===== src/sync_fifo.sv =====
`default_nettype none

module sync_fifo #(
  parameter int width = 8,
  parameter int depth_bits = 4,
  parameter int prog_full_free = 1
) (
  input  logic             clk,
  input  logic             rst,
  input  logic             wr_en,
  input  logic             rd_en,
  input  logic [width-1:0] din,
  output logic [width-1:0] dout,
  output logic             full,
  output logic             nearly_full,
  output logic             prog_full,
  output logic             empty
);

  localparam logic [depth_bits:0] depth = (depth_bits + 1)'(1) << depth_bits;
  localparam logic [depth_bits:0] nearly_level = depth - (depth_bits + 1)'(1);
  localparam logic [depth_bits:0] prog_level = depth - (depth_bits + 1)'(prog_full_free);

  logic [width-1:0]      mem [depth];
  logic [depth_bits-1:0] wr_ptr;
  logic [depth_bits-1:0] rd_ptr;
  logic [depth_bits:0]   count;
  logic                  wr_fire;
  logic                  rd_fire;

  assign wr_fire = wr_en && !full;
  assign rd_fire = rd_en && !empty;

  // Fall-through: head entry is visible without a read
  assign dout = mem[rd_ptr];

  // Flags from occupancy
  assign full = (count == depth);
  assign nearly_full = (count >= nearly_level);
  assign prog_full = (count >= prog_level);
  assign empty = (count == '0);

  always_ff @(posedge clk) begin
    if (wr_fire) begin
      mem[wr_ptr] <= din;
    end
  end

  always_ff @(posedge clk) begin
    if (rst) begin
      wr_ptr <= '0;
      rd_ptr <= '0;
      count <= '0;
    end else begin
      if (wr_fire) begin
        wr_ptr <= wr_ptr + depth_bits'(1);
      end
      if (rd_fire) begin
        rd_ptr <= rd_ptr + depth_bits'(1);
      end
      // Simultaneous push and pop leaves occupancy unchanged
      if (wr_fire && !rd_fire) begin
        count <= count + (depth_bits + 1)'(1);
      end else if (rd_fire && !wr_fire) begin
        count <= count - (depth_bits + 1)'(1);
      end
    end
  end

  // Upstream flow control must keep these from happening
  a_no_write_when_full: assert property (
    @(posedge clk) disable iff (rst) wr_en |-> !full
  ) else $error("sync_fifo write while full");

  a_no_read_when_empty: assert property (
    @(posedge clk) disable iff (rst) rd_en |-> !empty
  ) else $error("sync_fifo read while empty");

endmodule

`default_nettype wire


===== config.mk =====
export PLATFORM = sky130hd
export DESIGN_NAME = sync_fifo
export DESIGN_NICKNAME = d
export VERILOG_FILES = /design/src/sync_fifo.sv
export SDC_FILE = /design/constraint.sdc
export NUM_CORES = 1
export LEC_CHECK = 0
export ABC_CLOCK_PERIOD_IN_PS = 8000
export BUFFER_PORTS_ARGS = -buffer_cell sky130_fd_sc_hd__buf_2
export CAP_MARGIN = 20
export CORE_UTILIZATION = 65
export DETAILED_ROUTE_END_ITERATION = 6
export MAX_ROUTING_LAYER = met4
export PLACE_DENSITY = 0.8
export SYNTH_ARGS = -nofsm -noshare
export SYNTH_HDL_FRONTEND = slang
export SYNTH_SLANG_ARGS = --single-unit

===== constraint.sdc =====
create_clock -name clk -period 8 [get_ports clk]
set_input_delay 1.6 -clock clk [delete_from_list [all_inputs] [get_ports clk]]
set_output_delay 1.6 -clock clk [all_outputs]
set_load 0.01 [all_outputs]

==> qor.csv <==
stage,metric,value,unit
status,status,completed,
timing,clock_skew,9.89,ps
yosys,synthFlopType,edfxtp_1,
yosys,synth_cell_types,37,
timing,grt_setup_unrepaired,false,
global_routing,grt_pass1_vias,2983,
power,p_per_area,321,nW/um2
floorplan,ioPinCount,24,
route,drtIter0Drc,299,
global_routing,grt_antenna_before_repair,0,
yosys,async_flop_share,0,%
route,wl_per_cell,24.1,um
hold_path,min-delay-start,rd_ptr[2],
timing,report.final.slew_viol_count,0,
worst_setup_path,slowest_stage,dfxtp_2,
clock_network,clock_sinks,145,
route,wirelength_met1,4290,um
layout,diodes,0,
worst_setup_path,reg2reg_from,count[0],
yosys,synth_edf_count,128,
layout,area_delta_synth_final,13.4,%
clock_network,cts_buffer_depth,2,
clock_network,htreeDepth,4,
worst_setup_path,r2r_cells,9,
yosys,avgSynthCellArea,18.4,um2
clock_network,tritoncts,yes,
yosys,syn_inst,311,
yosys,syn_area,5730,um2
yosys,synth_seq_cells,145,
route,wl_met2,5660,um
timing,min_period,4340,ps
route,first_pass_iters,5,
route,num_vias,2945,
hold_path,hold_class,flip-flop to flip-flop,
clock_network,root_buffer,clkbuf_8,
route,finalWirelength,11100,um
placement,preCtsSetupSlack,4200,ps
layout,n_fill_cell,442,
layout,drive_gt1_share,26.8,%
timing,period_share,54.2,%
floorplan,dieArea,9200,um2
power,p_leak,2.19,nW
clock_network,insertion_delay,520,ps
timing,worst_slack,3660,ps
timing,setup_viol,0,
worst_setup_path,critPathRequiredTime,6400,ps
route,final_antenna_net_count,0,
power,power,2.09,mW
worst_setup_path,path_max_fanout,22,
power,ir_drop,0.189,mV
timing,relSlewSlack,36.0,%
worst_setup_path,worstSetupEndpointType,primary output,
placement,io_buffers,23,
floorplan,die_w,95.9,um
layout,fin_nets,363,
route,routed_via_density,6.42,
worst_setup_path,critPathLaunchType,flip-flop,
timing,finalHoldViolations,0,
global_routing,grt_max_degree,33,
clock_network,postCtsSetupRepairBufs,0,
clock_network,cts-hold-fix-buffers,0,
worst_setup_path,worst-setup-path-type,flip-flop to primary output,
timing,hold_slack,542,ps
floorplan,initial_core_util,68.4,%
global_routing,grt_usage,28.0,%
global_routing,grt_pass1_wl,16500,um
yosys,ys_seq_area_share,73.0,%
worst_setup_path,cp.arrival,2740,ps
floorplan,std_cell_rows,33,
clock_network,cts_inserted_buffers,17,
yosys,synth_fp_nets,333,
layout,regArea,4190,um2
timing,worst_pin_slew,956,ps
timing,tns,0,ps
placement,place.gp.congestion,0.764,
layout,multiInputGateArea,1450,um2
hold_path,whs_path_depth,2,
worst_setup_path,max_stage_delay,580,ps
layout,final_util,77.5,%
layout,fin_area,6500,um2
timing,fmax,0.230,GHz
route,drc,0,
placement,hpwlAfterDp,6660,um
clock_network,ctsResizeCount,0,
worst_setup_path,crit_chain,buf_4 > mux4_2 > a22oi_1 > nand2_1 > buf_2,
run,cap_violations,0,
placement,placed_area,5940,um2
yosys,yosysWarnings,0,
route,top_layer,met4,
placement,numPlacedInstances,427,
clock_network,clkTransAtPathRegs,60,ps
global_routing,grt.overflow.total,0,
floorplan,coreArea,8380,um2
floorplan,die_height,95.9,um
layout,stdcell_count,459,
route,wl_met3,948,um
-- layout by cell type, fill, tap and decap left out, drive strengths merged, types with 2 or more instances in the layout --
| cell type | netlist | routed |
|---|---|---|
| edfxtp | 128 | 128 |
| nor3 | 4 | 4 |
| mux2i | 3 | 3 |
| clkbuf | 9 | 17 |
| clkinvlp | 0 | 7 |
| buf | 9 | 29 |
| ha | 9 | 9 |
| inv | 4 | 5 |
| xnor2 | 2 | 2 |
| clkinv | 0 | 5 |
| bufinv | 0 | 2 |
| dfxtp | 17 | 17 |
| nand2b | 2 | 2 |
| mux4 | 32 | 32 |
| o211ai | 4 | 4 |
| a22oi | 16 | 16 |
| nor2 | 32 | 32 |
| and3 | 2 | 2 |
| nand2 | 13 | 13 |
| a21oi | 3 | 3 |
| nor2b | 2 | 2 |
| xor2 | 6 | 6 |
-- state kept, by name (all words and copies together), names as in the netlist, named ones only --
signal	cells
rd_ptr	4
wr_ptr	4
count	5
mem	128
-- final cells by class --
type	count	share of cell area (%)
Inverter	4	0.231
Multi-Input combinational cell	144	22.3
Clock buffer	17	6.37
Tap cell	105	2.02
Sequential cell	145	64.4
Clock inverter	15	2.21
Timing Repair Buffer	29	2.46
-- worst paths after layout --
| kind | slack (ps) | endpoint |
|---|---|---|
| max | 3660 | dout[6] |
| min reg2reg | 540 | flip-flop |
| min | 540 | flip-flop |
| max reg2reg | 4950 | count[4] |
-- cells by family (layout without fill, tap and decap cells) --
logic type,count (synthesis),in the layout,synth area share (%)
adders and majority gates,10,10,2.31
buffers and inverters,22,65,1.72
and+or+nand+nor,61,61,4.67
xor gates and xnor gates,8,8,1.22
AOI/OAI and AO/OA,29,29,3.80
DFF,145,145,73.0
muxes,36,36,13.3
-- cell usage after synthesis (2+ instances only) --
library cell | number | share of area [%]
clkbuf_1 | 9 | 0.59
o211ai_1 | 3 | 0.39
ha_1 | 9 | 2.0
nand2_1 | 13 | 0.85
xnor2_1 | 2 | 0.31
a22oi_1 | 16 | 2.1
dfxtp_1 | 17 | 5.9
buf_2 | 4 | 0.35
inv_1 | 4 | 0.26
a21oi_1 | 3 | 0.26
and3_1 | 2 | 0.22
mux2i_1 | 3 | 0.52
buf_1 | 3 | 0.20
edfxtp_1 | 128 | 67
xor2_1 | 6 | 0.92
mux4_2 | 32 | 13
nand2b_1 | 2 | 0.22
nor3_1 | 4 | 0.35
nor2_1 | 32 | 2.1
nor2b_1 | 2 | 0.22
-- report_power, final --
part	switching (mW)	total [mW]	internal, mW
Sequential	0.0426	0.907	0.865
Combinational	0.220	0.438	0.218
Clock	0.303	0.742	0.439
-- worst max-delay path, delay by kind of cell, from the launching register on --
family                 cells  cell delay [ps]
buffers and inverters      2              650
flip-flops                 1              580
AO/OA/AOI/OAI              1              260
AND/OR/NAND/NOR            1              150
multiplexers               1              560
-- routing by layer --
layer / global-route usage [%] / up-vias
li1: - / 1290
met1: 35.0 / 1483
met2: 43.7 / 151
met3: 8.21 / 21
met4: 10.8 / 0
met5: - / -
Note: power is estimated with default switching activity, not from simulation.
