`src/replay_pkg.sv`:
```
`default_nettype none

package replay_pkg;

  // Queue layout in external SRAM
  localparam int num_queues = 4;
  localparam int qid_bits = 2;

  // SRAM word address; queue ID forms the top bits
  localparam int mem_addr_width = 10;

  // Per-queue head and tail pointers within one quarter of SRAM
  localparam int head_width = mem_addr_width - qid_bits;

  // One half of an SRAM return word
  localparam int mem_half_width = 36;

  // Output word is high half followed by low half
  localparam int word_width = 2 * mem_half_width;

  // Queue-ID FIFO holds one entry per read in flight
  localparam int qid_fifo_depth_bits = 4;

  // Output FIFO depth per queue
  localparam int out_fifo_depth_bits = 6;

  // Prog-full margin on the output FIFOs
  // 16 reads in flight plus 3 return pipeline registers must still fit
  localparam int out_prog_full_free = 24;

  // Arbiter FSM states
  typedef enum logic {
    ARB_SELECT,
    ARB_ISSUE
  } arb_state_t;

endpackage

`default_nettype wire

```
`src/queue_arbiter.sv`:
```
`default_nettype none

module queue_arbiter import replay_pkg::*; (
  input  logic                                 clk,
  input  logic                                 rst,
  input  logic                                 cal_done,
  input  logic                                 mem_rd_full,
  output logic                                 mem_r_n,
  output logic [mem_addr_width-1:0]            mem_ad_rd,
  input  logic [num_queues-1:0][head_width-1:0] q_addr_tail,
  output logic [num_queues-1:0][head_width-1:0] q_addr_head,
  input  logic [num_queues-1:0]                out_prog_full,
  input  logic                                 qid_nearly_full,
  output logic                                 qid_wr_en,
  output logic [qid_bits-1:0]                  qid_din
);

  arb_state_t          arb_state;
  arb_state_t          state_next;
  logic                sel_valid;
  logic                sel_valid_next;
  logic [qid_bits-1:0] sel_qid;
  logic [qid_bits-1:0] sel_qid_next;
  logic [qid_bits-1:0] last_qid;
  logic [num_queues-1:0] q_enable;
  logic                pick_valid;
  logic [qid_bits-1:0] pick_qid;
  logic [qid_bits-1:0] cand;
  logic                issue;
  logic                arb_rst;

  // Held idle until memory calibration completes
  assign arb_rst = rst || !cal_done;

  // A queue is eligible when it has unread words and downstream room
  always_comb begin
    for (int q = 0; q < num_queues; q++) begin
      q_enable[q] = !out_prog_full[q] && (q_addr_head[q] != q_addr_tail[q]);
    end
  end

  // Round-robin search starting just after the last queue served
  always_comb begin
    pick_valid = 1'b0;
    pick_qid = last_qid;
    cand = last_qid;
    for (int i = 1; i <= num_queues; i++) begin
      cand = last_qid + qid_bits'(i);
      if (!pick_valid && q_enable[cand]) begin
        pick_valid = 1'b1;
        pick_qid = cand;
      end
    end
  end

  assign issue = (arb_state == ARB_ISSUE) && sel_valid && !mem_rd_full && !qid_nearly_full;

  // SRAM read and queue-ID push happen together
  assign mem_r_n = !issue;
  assign mem_ad_rd = issue ? {sel_qid, q_addr_head[sel_qid]} : '0;
  assign qid_wr_en = issue;
  assign qid_din = sel_qid;

  always_comb begin
    state_next = arb_state;
    sel_valid_next = sel_valid;
    sel_qid_next = sel_qid;
    case (arb_state)
      ARB_SELECT: begin
        sel_valid_next = pick_valid;
        sel_qid_next = pick_qid;
        state_next = ARB_ISSUE;
      end
      ARB_ISSUE: begin
        // Wait here while back-pressured
        if (!sel_valid || issue) begin
          state_next = ARB_SELECT;
        end
      end
      default: begin
        state_next = ARB_SELECT;
      end
    endcase
  end

  always_ff @(posedge clk) begin
    if (arb_rst) begin
      arb_state <= ARB_SELECT;
      sel_valid <= 1'b0;
      sel_qid <= '0;
      // First search then starts at queue 0
      last_qid <= qid_bits'(num_queues - 1);
      q_addr_head <= '0;
    end else begin
      arb_state <= state_next;
      sel_valid <= sel_valid_next;
      sel_qid <= sel_qid_next;
      if (issue) begin
        last_qid <= sel_qid;
        q_addr_head[sel_qid] <= q_addr_head[sel_qid] + head_width'(1);
      end
    end
  end

  a_no_read_when_rd_full: assert property (
    @(posedge clk) disable iff (arb_rst) !mem_r_n |-> !mem_rd_full
  ) else $error("SRAM read issued while mem_rd_full");

  a_read_pushes_qid: assert property (
    @(posedge clk) disable iff (arb_rst) !mem_r_n |-> qid_wr_en
  ) else $error("SRAM read without queue-ID push");

endmodule

`default_nettype wire

```
`config.mk`:
```
export PLATFORM = sky130hd
export DESIGN_NAME = queue_arbiter
export DESIGN_NICKNAME = d
export VERILOG_FILES = /design/src/replay_pkg.sv /design/src/queue_arbiter.sv
export SDC_FILE = /design/constraint.sdc
export NUM_CORES = 1
export LEC_CHECK = 0
export BUFFER_PORTS_ARGS = -buffer_cell sky130_fd_sc_hd__buf_2
export CORE_MARGIN = 2
export CORE_UTILIZATION = 48
export CTS_CLUSTER_DIAMETER = 50
export DETAILED_ROUTE_END_ITERATION = 8
export PLACE_DENSITY = 0.8
export RECOVER_POWER = 100
export SYNTH_ARGS = -nofsm -noshare
export SYNTH_HDL_FRONTEND = slang
export SYNTH_SLANG_ARGS = --single-unit
```
`constraint.sdc`:
```
create_clock -name clk -period 2.57 [get_ports clk]
set_input_delay 0.1285 -clock clk [delete_from_list [all_inputs] [get_ports clk]]
set_output_delay 0.1285 -clock clk [all_outputs]
set_load 0.1 [all_outputs]
```
==> results.sh <==
export IMPL_power_per_cell_area_nw_per_um2=425
export IMPL_fin_crit_sh=0.906
export IMPL_synth_area_um2=2110
export IMPL_cts_hold_buf=0
export IMPL_cts_path_max_buffers=2
export IMPL_hold_viol_final=0
export IMPL_path_class="reg -> reg"
export IMPL_globalplace_congestion=0.961
export IMPL_first_global_vias=1897
export IMPL_crit_path_max_incr_delay_ns=0.54
export IMPL_clkSlewWorstSetupHoldPaths_ns=0.07
export IMPL_clock_sinks=38
export IMPL_rsz0062_at_grt="no"
export IMPL_drt_initial_drc_count=131
export IMPL_skew_ns=0.00301
export IMPL_ys_warn_count=0
export IMPL_stdcell_count=369
export IMPL_power_leakage_nw=1.10
export IMPL_period_needed_ns=2.33
export IMPL_initial_utilization=0.490
export IMPL_critPathSlowestCell="nor2_1"
export IMPL_cts_max_level=2
export IMPL_io_pins=87
export IMPL_final_common_cell="buf_2"
export IMPL_cp_end_kind="flop"
export IMPL_synth_main_ff_cell="dfxtp_1"
export IMPL_syn_area_per_cell_um2=9.20
export IMPL_via_per_inst=5.59
export IMPL_dp_hpwl_um=4670
export IMPL_groute_usage_overall=0.247
export IMPL_core_um2=4290
export IMPL_final_cell_mix="42 x buf_2, 37 x dfxtp_1, 37 x clkbuf_1, 29 x nor2_1, 28 x xor2_1"
export IMPL_cts_root_buf="clkbuf_8"
export IMPL_critPathRequiredTime_ns=2.78
export IMPL_netlist_instances=229
export IMPL_postCtsSetupBuffers=0
export IMPL_drcViolationCount=0
export IMPL_grt_max_degree=16
export IMPL_slew_violations=0
export IMPL_relSlewSlack=0.203
export IMPL_syn_nets=271
export IMPL_clk_latency_ns=0.29
export IMPL_die_area_um2=4930
export IMPL_crit_chain="nand3_1, clkinv_2, nand2_1, nor2_1, buf_4, nor2_1, a211oi_1"
export IMPL_grt_pass1_wl_um=9400
export IMPL_wirelength_um=6000
export IMPL_crit_arrival_ns=2.54
export IMPL_hold_path_class="in -> reg"
export IMPL_vdd_drop_max_mv=0.278
export IMPL_rrSetupSlack_ns=0.24
export IMPL_ant_nets=0
export IMPL_seq_area_frac_synth=0.361
export IMPL_fin_setup_tns_ns=0
export IMPL_worstMarginPinSlew_ns=1.20
export IMPL_core_rowCount=24
export IMPL_syn_to_final_growth_pct=24.4
export IMPL_cts_tree="done"
export IMPL_max_freq_mhz=430
export IMPL_synth_top_area_frac=0.361
export IMPL_drive_gt1_frac=0.230
export IMPL_cpMostUsedCell="nor2_1"
export IMPL_antenna_cells=0
export IMPL_synth_cell_types=38
export IMPL_chipHeight_um=70.2
export IMPL_num_vias=2062
export IMPL_synth_area_leaders="dfxtp_1 36%, xor2_1 12%, a211oi_1 6.1%"
export IMPL_synth_edf_count=0
export IMPL_antenna_found_initial=0
export IMPL_yosysTopAreaCell="dfxtp_1"
export IMPL_maxCapViolCount=0
export IMPL_die_w_um=70.2
export IMPL_path_delay_family="simple AND/OR/NAND/NOR gates"
export IMPL_worst_setup_path_start_kind="flop"
export IMPL_outcome="finished clean"
export IMPL_async_flop_share=0
export IMPL_crit_buf_inv=2
export IMPL_dr_pass1_iters=4
export IMPL_place_inst=362
export IMPL_nets=359
export IMPL_ys_ff_latch=38
export IMPL_cts_inserted_buffers=5
export IMPL_portBuffers=86
export IMPL_crit_fanout=10
export IMPL_avgRoutedWirePerCell_um=16.3
export IMPL_setup_viol=0
export IMPL_grt_overflow_total=0
-- tightest hold or removal path, cell delays in order --
cell and delay (ns):
buf_2 0.08, o21ai_0 0.06, a21oi_1 0.12
-- cell type report --
class	count	area, µm²
fill	404	1670
multi-input combinational	174	1270
sequential	38	762
timing repair buffer	92	427
clock buffer	7	76.3
tap	52	65.1
inverter	6	23.8
-- Yosys cell counts (4+ instances only) --
cell type and n:
nor2_1 30, nor4_1 5, mux4_1 4, inv_1 5, and2_1 6, o21ai_0 15, clkbuf_1 4, dfxtp_1 38
nand2_1 9, a211oi_1 17, xnor2_1 9, a21oi_1 16, mux2i_1 5, buf_2 4, xor2_1 28
-- repair_timing --
item,4_1_cts,5_1_grt
endpoints found under the hold margin,0,0
resized for setup,0,1
setup endpoints to repair,0,1
-- power by group --
group | internal, W | switching [W]
Clock | 0.000187 | 0.000205
Sequential | 0.000593 | 0.0000116
Combinational | 0.0000511 | 0.0000662
-- metal layers --
layer	global-route usage	wire [µm]
met1	0.324	2400
met2	0.416	2990
met3	0.0505	551
met4	0.0598	54
met5	0	0
-- registers in the layout, summed over array words and instances, names as in the netlist --
register,flops
q_addr_head,32
last_qid,2
qid_din,2
arb_state,1
sel_valid,1
-- metrics by stage --
stage	power [W]	hold slack, ns	utilization	area, µm²	setup WS (ns)
global route	0.00115	0.171	0.610	2620	0.0432
CTS	0.00111	0.144	0.624	2680	0.105
floorplan	0.000683	0.320	-	2120	0.0359
detailed placement	0.000735	0.445	0.606	2600	0.104
global placement	0.000733	0.440	0.606	2600	0.275
finish	0.00111	0.141	0.610	2620	0.242
-- cells by family after synthesis --
| kind of cell | share of synthesized area |
|---|---|
| compound gates | 0.169 |
| xor+xnor | 0.162 |
| fa+ha+maj | 0.00594 |
| buf+inv | 0.0368 |
| flops | 0.361 |
| mux | 0.111 |
| simple gates | 0.154 |
-- path summary, 6_finish.rpt --
check / start / to / cells past startpoint
min: mem_rd_full / arb_state$_SDFF_PP0_ / 3
max reg2reg: arb_state$_SDFF_PP0_ / q_addr_head[28]$_SDFFE_PP0P_ / 7
max: arb_state$_SDFF_PP0_ / q_addr_head[28]$_SDFFE_PP0P_ / 7
min reg2reg: sel_valid$_SDFFE_PP0N_ / arb_state$_SDFF_PP0_ / 2
Note: power is estimated with default switching activity, not from simulation.
