File: src/replay_pkg.sv
`default_nettype none

package replay_pkg;

  // Queue layout in external SRAM
  localparam int num_queues = 4;
  localparam int qid_bits = 2;

  // SRAM word address; queue ID forms the top bits
  localparam int mem_addr_width = 10;

  // Per-queue head and tail pointers within one quarter of SRAM
  localparam int head_width = mem_addr_width - qid_bits;

  // One half of an SRAM return word
  localparam int mem_half_width = 36;

  // Output word is high half followed by low half
  localparam int word_width = 2 * mem_half_width;

  // Queue-ID FIFO holds one entry per read in flight
  localparam int qid_fifo_depth_bits = 4;

  // Output FIFO depth per queue
  localparam int out_fifo_depth_bits = 6;

  // Prog-full margin on the output FIFOs
  // 16 reads in flight plus 3 return pipeline registers must still fit
  localparam int out_prog_full_free = 24;

  // Arbiter FSM states
  typedef enum logic {
    ARB_SELECT,
    ARB_ISSUE
  } arb_state_t;

endpackage

`default_nettype wire

File: src/read_return_steer.sv
`default_nettype none

module read_return_steer import replay_pkg::*; (
  input  logic                      clk,
  input  logic                      rst,
  input  logic                      mem_qr_valid,
  input  logic [mem_half_width-1:0] mem_qrl,
  input  logic [mem_half_width-1:0] mem_qrh,
  output logic                      qid_rd_en,
  input  logic [qid_bits-1:0]       qid_dout,
  input  logic                      qid_empty,
  output logic [num_queues-1:0]     out_wr_en,
  output logic [word_width-1:0]     out_din
);

  logic [num_queues-1:0] wr_en_s0;
  logic [num_queues-1:0] wr_en_s1;
  logic [word_width-1:0] din_s0;
  logic [word_width-1:0] din_s1;

  // Returns come back in issue order, so the FIFO head names the queue
  assign qid_rd_en = mem_qr_valid;

  // Stage 0: decode queue ID and capture the word
  always_ff @(posedge clk) begin
    if (rst) begin
      wr_en_s0 <= '0;
    end else if (mem_qr_valid) begin
      wr_en_s0 <= num_queues'(1) << qid_dout;
    end else begin
      wr_en_s0 <= '0;
    end
  end

  always_ff @(posedge clk) begin
    if (mem_qr_valid) begin
      din_s0 <= {mem_qrh, mem_qrl};
    end
  end

  // Two more register stages toward the output FIFOs
  always_ff @(posedge clk) begin
    if (rst) begin
      wr_en_s1 <= '0;
      out_wr_en <= '0;
    end else begin
      wr_en_s1 <= wr_en_s0;
      out_wr_en <= wr_en_s1;
    end
  end

  always_ff @(posedge clk) begin
    din_s1 <= din_s0;
    out_din <= din_s1;
  end

  // Every return must match a read recorded by the arbiter
  a_return_has_qid: assert property (
    @(posedge clk) disable iff (rst) mem_qr_valid |-> !qid_empty
  ) else $error("Return word with empty queue-ID FIFO");

endmodule

`default_nettype wire

File: config.mk
export PLATFORM = sky130hd
export DESIGN_NAME = read_return_steer
export DESIGN_NICKNAME = d
export VERILOG_FILES = /design/src/replay_pkg.sv /design/src/read_return_steer.sv
export SDC_FILE = /design/constraint.sdc
export NUM_CORES = 1
export LEC_CHECK = 0
export ABC_AREA = 0
export CORE_MARGIN = 1
export CORE_UTILIZATION = 40
export DETAILED_ROUTE_END_ITERATION = 7
export DONT_BUFFER_PORTS = 1
export GPL_ROUTABILITY_DRIVEN = 1
export HOLD_SLACK_MARGIN = 0.12
export PLACE_DENSITY = 0.59
export RECOVER_POWER = 25
export SLEW_MARGIN = 20
export SYNTH_ARGS = -nofsm -noshare
export SYNTH_HDL_FRONTEND = slang
export SYNTH_SLANG_ARGS = --single-unit
export TNS_END_PERCENT = 10
File: constraint.sdc
create_clock -name clk -period 0.8 [get_ports clk]
set_input_delay 0.16 -clock clk [delete_from_list [all_inputs] [get_ports clk]]
set_output_delay 0.16 -clock clk [all_outputs]
set_load 0.02 [all_outputs]
==> results of run 1 <==
-- metal layers --
metal | GRT usage, % | wire, um | vias up
li1 | - | - | 1021
met1 | 11.7 | 2750 | 1015
met2 | 18.9 | 3840 | 105
met3 | 5.12 | 719 | 22
met4 | 4.73 | 258 | 0
met5 | 0 | 0 | -
-- logic make-up after synthesis --
family	after synthesis
flops	228
buf+inv	2
simple gates	12
-- cell usage after synthesis (all sizes together) --
| cell | count | area share [%] |
|---|---|---|
| and4bb | 2 | 0.46 |
| nor2b | 8 | 0.93 |
| buf | 2 | 0.35 |
| and4b | 1 | 0.19 |
| nor4b | 1 | 0.28 |
| edfxtp | 72 | 40 |
| dfxtp | 156 | 58 |
-- timing repair --
item / in CTS / in global routing
endpoints found under the hold margin: 156 / 76
setup endpoints to repair: 76 / 79
gates resized for setup: 152 / 1
gates cloned: 0 / 0
-- cell type report --
type                    instances  share of cell area [%]
flip-flops and latches        228                    75.2
repair buffers                 75                    10.2
clock buffers                  36                    9.66
well taps                     176                    2.97
clock inverters                 4                   0.642
multi-input cells              12                    1.35
-- registers in the layout, indices dropped and copies added (netlist names) --
name,flops
din_s1,72
wr_en_s1,4
wr_en_s0,4
din_s0,72
out_din,72
out_wr_en,4
-- power by group --
part           internal, mW  switching (mW)  leakage (nW)
registers              12.8           0.610          2.05
logic                 0.255          0.0714         0.356
clock network          6.42            3.88         0.374
total                  19.5            4.56          2.78
-- final timing paths --
path | slack (ns) | depth (start not counted) | start | endpoint
hold / removal | -0.21 | 0 | mem_qr_valid | din_s0[24]
setup / recovery | -0.22 | 0 | out_din[0] | out_din[0]
setup reg to reg | 0.26 | 1 | wr_en_s1[1] | out_wr_en[1]
hold reg to reg | 0.32 | 0 | din_s1[54] | out_din[54]
==> out/metrics.cfg, run 1 <==
[logic_synthesis]
synth_compound_area_share_pct = 0
synth_seq_area_share_pct = 97.8
yosysWarnings = 0
synth_top_family_by_area = simple AND/OR/NAND/NOR gates
post_synth.cell_area_avg_um2 = 22.3
muxShareOfSynthArea_pct = 0
synthAdderAreaFrac_pct = 0
yosys_register_bits = 228
synthCells = 242
synth_cell_types = 8
syn_nets = 320
synth_xor_area_share_pct = 0
syn_area_um2 = 5400
yosys.area_share.simple_pct = 1.85

[timing]
holdWs_ns = -0.211
min_period_over_period_pct = 128
fmax_mhz = 979
finalSetupViolCount = 76
rsz0062_at_grt = true
drv_slew = 0
relSlewSlack_pct = 75.1
setup_tns_ns = -16.14
post-route-min-period_ns = 1.02
timing.final.ws_setup_ns = -0.221
tightest_slew_ns = 0.373
hold_viol_final = 76
finClkSkew_ns = 0.00481

[die]
pin_count = 155
num_rows = 42
coreArea_um2 = 13200
die_h_um = 118
die_w_um = 118
dieArea_um2 = 14000
start_util_pct = 41.0

[cts]
clk_latency_ns = 0.48
postCtsSetupBuffers = 0
clkTransAtPathRegs_ns = 0.06
hold_buffers = 75
ctsLongestPathBuffers = 3
clockRootBuffer = clkbuf_16
tritoncts = yes
cts_buffers = 22
ctsHtreeMaxLevel = 1
cts_sinks = 228

[hold_path]
worst_hold_path_type = in2reg

[place]
port-buffer-count = 0
placed_area_um2 = 5610
dp.cells = 416
gp_congestion = 0.662
dp_slack_ns = 0.199

[detailed_routing]
wirelength_um = 7570
routed-via-count = 2163
route.detailed.wl_per_inst_um = 14.3
drcViolationCount = 0
viasPerCell = 4.07
ant_nets = 0
first_pass_iters = 3
drt-initial-drc-count = 187

[power_and_ir_drop]
p_per_area_nw_per_um2 = 3250
total_power_mw = 24.1
leakagePower_nw = 2.78
peakVddDrop_v = 0.00168

[setup_path]
crit_path_max_fanout = 1
crit_path_end_kind = primary output
required_ns = 0.64
startpoint_type = flip-flop
critPathArrivalTime_ns = 0.86
criticalPathCategory = reg2out

[layout]
fillers = 997
drive_gt1_share_pct = 32.1
final_common_cell = dfxtp_1
fin_nets = 417
most-common-layout-cells = dfxtp_1, dfxtp_4, dlygate4sd3_1
fin_area_um2 = 7410
multi_input_area_um2 = 100
final_util_pct = 56.2
stdcell_count = 531
seqCellArea_um2 = 5570
layout-area-overhead-vs-synth_pct = 37.1
diodes = 0

[outcome]
violations = negative hold slack, negative setup slack
status = finished, violations left

[global_route]
grt_pass1_wl_um = 11900
grt_pass1_vias = 2342
antenna_found_initial = 0
overflow = 0
grt_max_degree = 78
grt_usage_pct = 11.1

[flow_run]
cap_violations = 0

Power figures use the tool's default switching activity.
==> run 2, diff against run 1 <==
--- a/config.mk
+++ b/config.mk
@@ -8,12 +8,14 @@
 export ABC_AREA = 0
 export CORE_MARGIN = 1
 export CORE_UTILIZATION = 40
+export CTS_BUF_LIST = sky130_fd_sc_hd__clkbuf_8
 export DETAILED_ROUTE_END_ITERATION = 7
 export DONT_BUFFER_PORTS = 1
 export GPL_ROUTABILITY_DRIVEN = 1
 export HOLD_SLACK_MARGIN = 0.12
 export PLACE_DENSITY = 0.59
 export RECOVER_POWER = 25
+export SKIP_CTS_REPAIR_TIMING = 1
 export SLEW_MARGIN = 20
 export SYNTH_ARGS = -nofsm -noshare
 export SYNTH_HDL_FRONTEND = slang
==> out/metrics.cfg, run 2 (same netlist as run 1, synthesis figures left out) <==
[cts]
clk_latency_ns = 0.48  ; about the same
cts_buffers = 35  ; was 22
clockRootBuffer = clkbuf_8  ; was clkbuf_16
ctsHtreeMaxLevel = 2  ; was 1
clkTransAtPathRegs_ns = 0.06  ; about the same
tritoncts = yes  ; unchanged
ctsLongestPathBuffers = 3  ; unchanged
cts_sinks = 228  ; unchanged

[timing]
finClkSkew_ns = 0.00841  ; was 0.00481 ns
post-route-min-period_ns = 1.02  ; about the same
min_period_over_period_pct = 128  ; about the same
hold_viol_final = 76  ; unchanged
holdWs_ns = -0.207  ; was -0.211 ns
tightest_slew_ns = 0.363  ; was 0.373 ns
rsz0062_at_grt = true  ; unchanged
relSlewSlack_pct = 75.7  ; was 75.1%
fmax_mhz = 979  ; about the same
drv_slew = 0  ; unchanged
finalSetupViolCount = 78  ; was 76
timing.final.ws_setup_ns = -0.222  ; was -0.221 ns

[die]
dieArea_um2 = 14000  ; unchanged
die_w_um = 118  ; unchanged
pin_count = 155  ; unchanged
start_util_pct = 41.0  ; unchanged
die_h_um = 118  ; unchanged
coreArea_um2 = 13200  ; unchanged
num_rows = 42  ; unchanged

[setup_path]
criticalPathCategory = reg2out  ; unchanged
startpoint_type = flip-flop  ; unchanged
crit_path_max_fanout = 1  ; unchanged
r2r_cells = 1  ; unchanged
crit_path_end_kind = primary output  ; unchanged
critPathArrivalTime_ns = 0.86  ; about the same
required_ns = 0.64  ; about the same
reg2reg_to = out_wr_en[3]  ; was out_wr_en[1]
cp_num_cells = 0  ; unchanged
r2r_slack_ns = 0.26  ; about the same
r2r-start = wr_en_s1[3]  ; was wr_en_s1[1]

[layout]
fin_area_um2 = 7330  ; was 7410 um^2
drive_gt1_share_pct = 32.5  ; was 32.1%
reg_top3 = din_s0 x72, din_s1 x72, out_din x72  ; unchanged
most-common-layout-cells = dfxtp_1, dfxtp_4, dlygate4sd3_1  ; unchanged
diodes = 0  ; unchanged
final_common_cell = dfxtp_1  ; unchanged
layout-area-overhead-vs-synth_pct = 35.6  ; was 37.1%
fin_nets = 430  ; was 417
final_util_pct = 55.6  ; was 56.2%

[detailed_routing]
wirelength_um = 7850  ; was 7570 um
drcViolationCount = 0  ; unchanged
met1Wirelength_um = 2890  ; was 2750 um
dr_wl_met2_um = 3940  ; was 3840 um
drt-initial-drc-count = 124  ; was 187
first_pass_iters = 4  ; was 3
ant_nets = 0  ; unchanged
routed-via-count = 2226  ; was 2163
viasPerCell = 4.04  ; was 4.07
route.detailed.wl_per_inst_um = 14.2  ; was 14.3 um
wl_met3_um = 854  ; was 719 um
routed.top_layer = met4  ; unchanged

[global_route]
grt_usage_pct = 10.2  ; was 11.1%
overflow = 0  ; unchanged
antenna_found_initial = 0  ; unchanged
grt_max_degree = 78  ; unchanged
grt_pass1_vias = 2016  ; was 2342
grt_pass1_wl_um = 10400  ; was 11900 um

[hold_path]
hp-start = mem_qr_valid  ; unchanged
min_to = din_s0[2]  ; was din_s0[24]
worst_hold_path_type = in2reg  ; unchanged
hold_path_depth = 0  ; unchanged

[power_and_ir_drop]
leakagePower_nw = 2.81  ; was 2.78 nW
p_comb_share_pct = 1.4  ; about the same
clockPowerShare_pct = 40.0  ; was 42.8%
seqPwrFrac_pct = 58.6  ; was 55.8%
p_int_mw = 18.3  ; was 19.5 mW
peakVddDrop_v = 0.00159  ; was 0.00168 V
p_sw_mw = 4.58  ; was 4.56 mW
p_per_area_nw_per_um2 = 3130  ; was 3250 nW/um^2
p_sw_share_pct = 20.0  ; was 19.0%

[outcome]
violations = negative hold slack, negative setup slack  ; unchanged
status = finished, violations left  ; unchanged

[place]
placed_area_um2 = 5610  ; unchanged
port-buffer-count = 0  ; unchanged
gp_congestion = 0.662  ; unchanged

[flow_run]
cap_violations = 0  ; unchanged

run 2: cell count changes in the layout (fill, tap and decap cells not counted), sizes merged:
cell	change
dlygate4sd3	+1
clkinv	-2
bufinv	+1
dlymetal6s4s	-1
clkinvlp	-1
inv	+17
clkbuf	+5
run 2: routing by layer:
metal	vias to the layer above	track usage, %
met5	-	0
met4	0	6.33
met3	16	7.00
met2	117	15.3
met1	1044	10.3
li1	1049	-
run 2: final cells by class:
type,instances,area (um^2)
Sequential cell,228,5570
Tap cell,176,220
Fill cell,998,5860
Clock buffer,41,564
Clock inverter,19,124
Multi-Input combinational cell,12,100
Timing Repair Buffer,75,751
run 2: power by group through the flow:
stage | clock network [mW] | logic (mW) | registers, mW
after floorplan | 0 | 0.0298 | 13.6
after CTS | 9.54 | 0.0137 | 13.5
after global routing | 10.1 | 0.350 | 13.5
after global placement | 0 | 0.0130 | 13.7
final | 9.17 | 0.328 | 13.4
after detailed placement | 0 | 0.0137 | 13.7
run 2: per-stage QoR:
step                setup slack [ns]  power (mW)  instances  TNS [ns]
floorplan                      0.245        13.6        242         0
detailed placement             0.199        13.8        416         0
finish                        -0.222        22.9        551    -16.27
global route                  -0.280        24.0        551    -20.54
global placement               0.200        13.7        416         0
CTS                           -0.346        23.0        476    -23.97
run 2: worst max path at each step:
stage | start | to | slack (ns)
2_1_floorplan | out_din[0] | out_din[0] | 0.24
3_3_place_gp | out_din[17] | out_din[17] | 0.20
3_5_place_dp | out_din[17] | out_din[17] | 0.20
4_1_cts | out_din[0] | out_din[0] | -0.35
5_1_grt | out_din[62] | out_din[62] | -0.28
6_report | out_din[62] | out_din[62] | -0.22
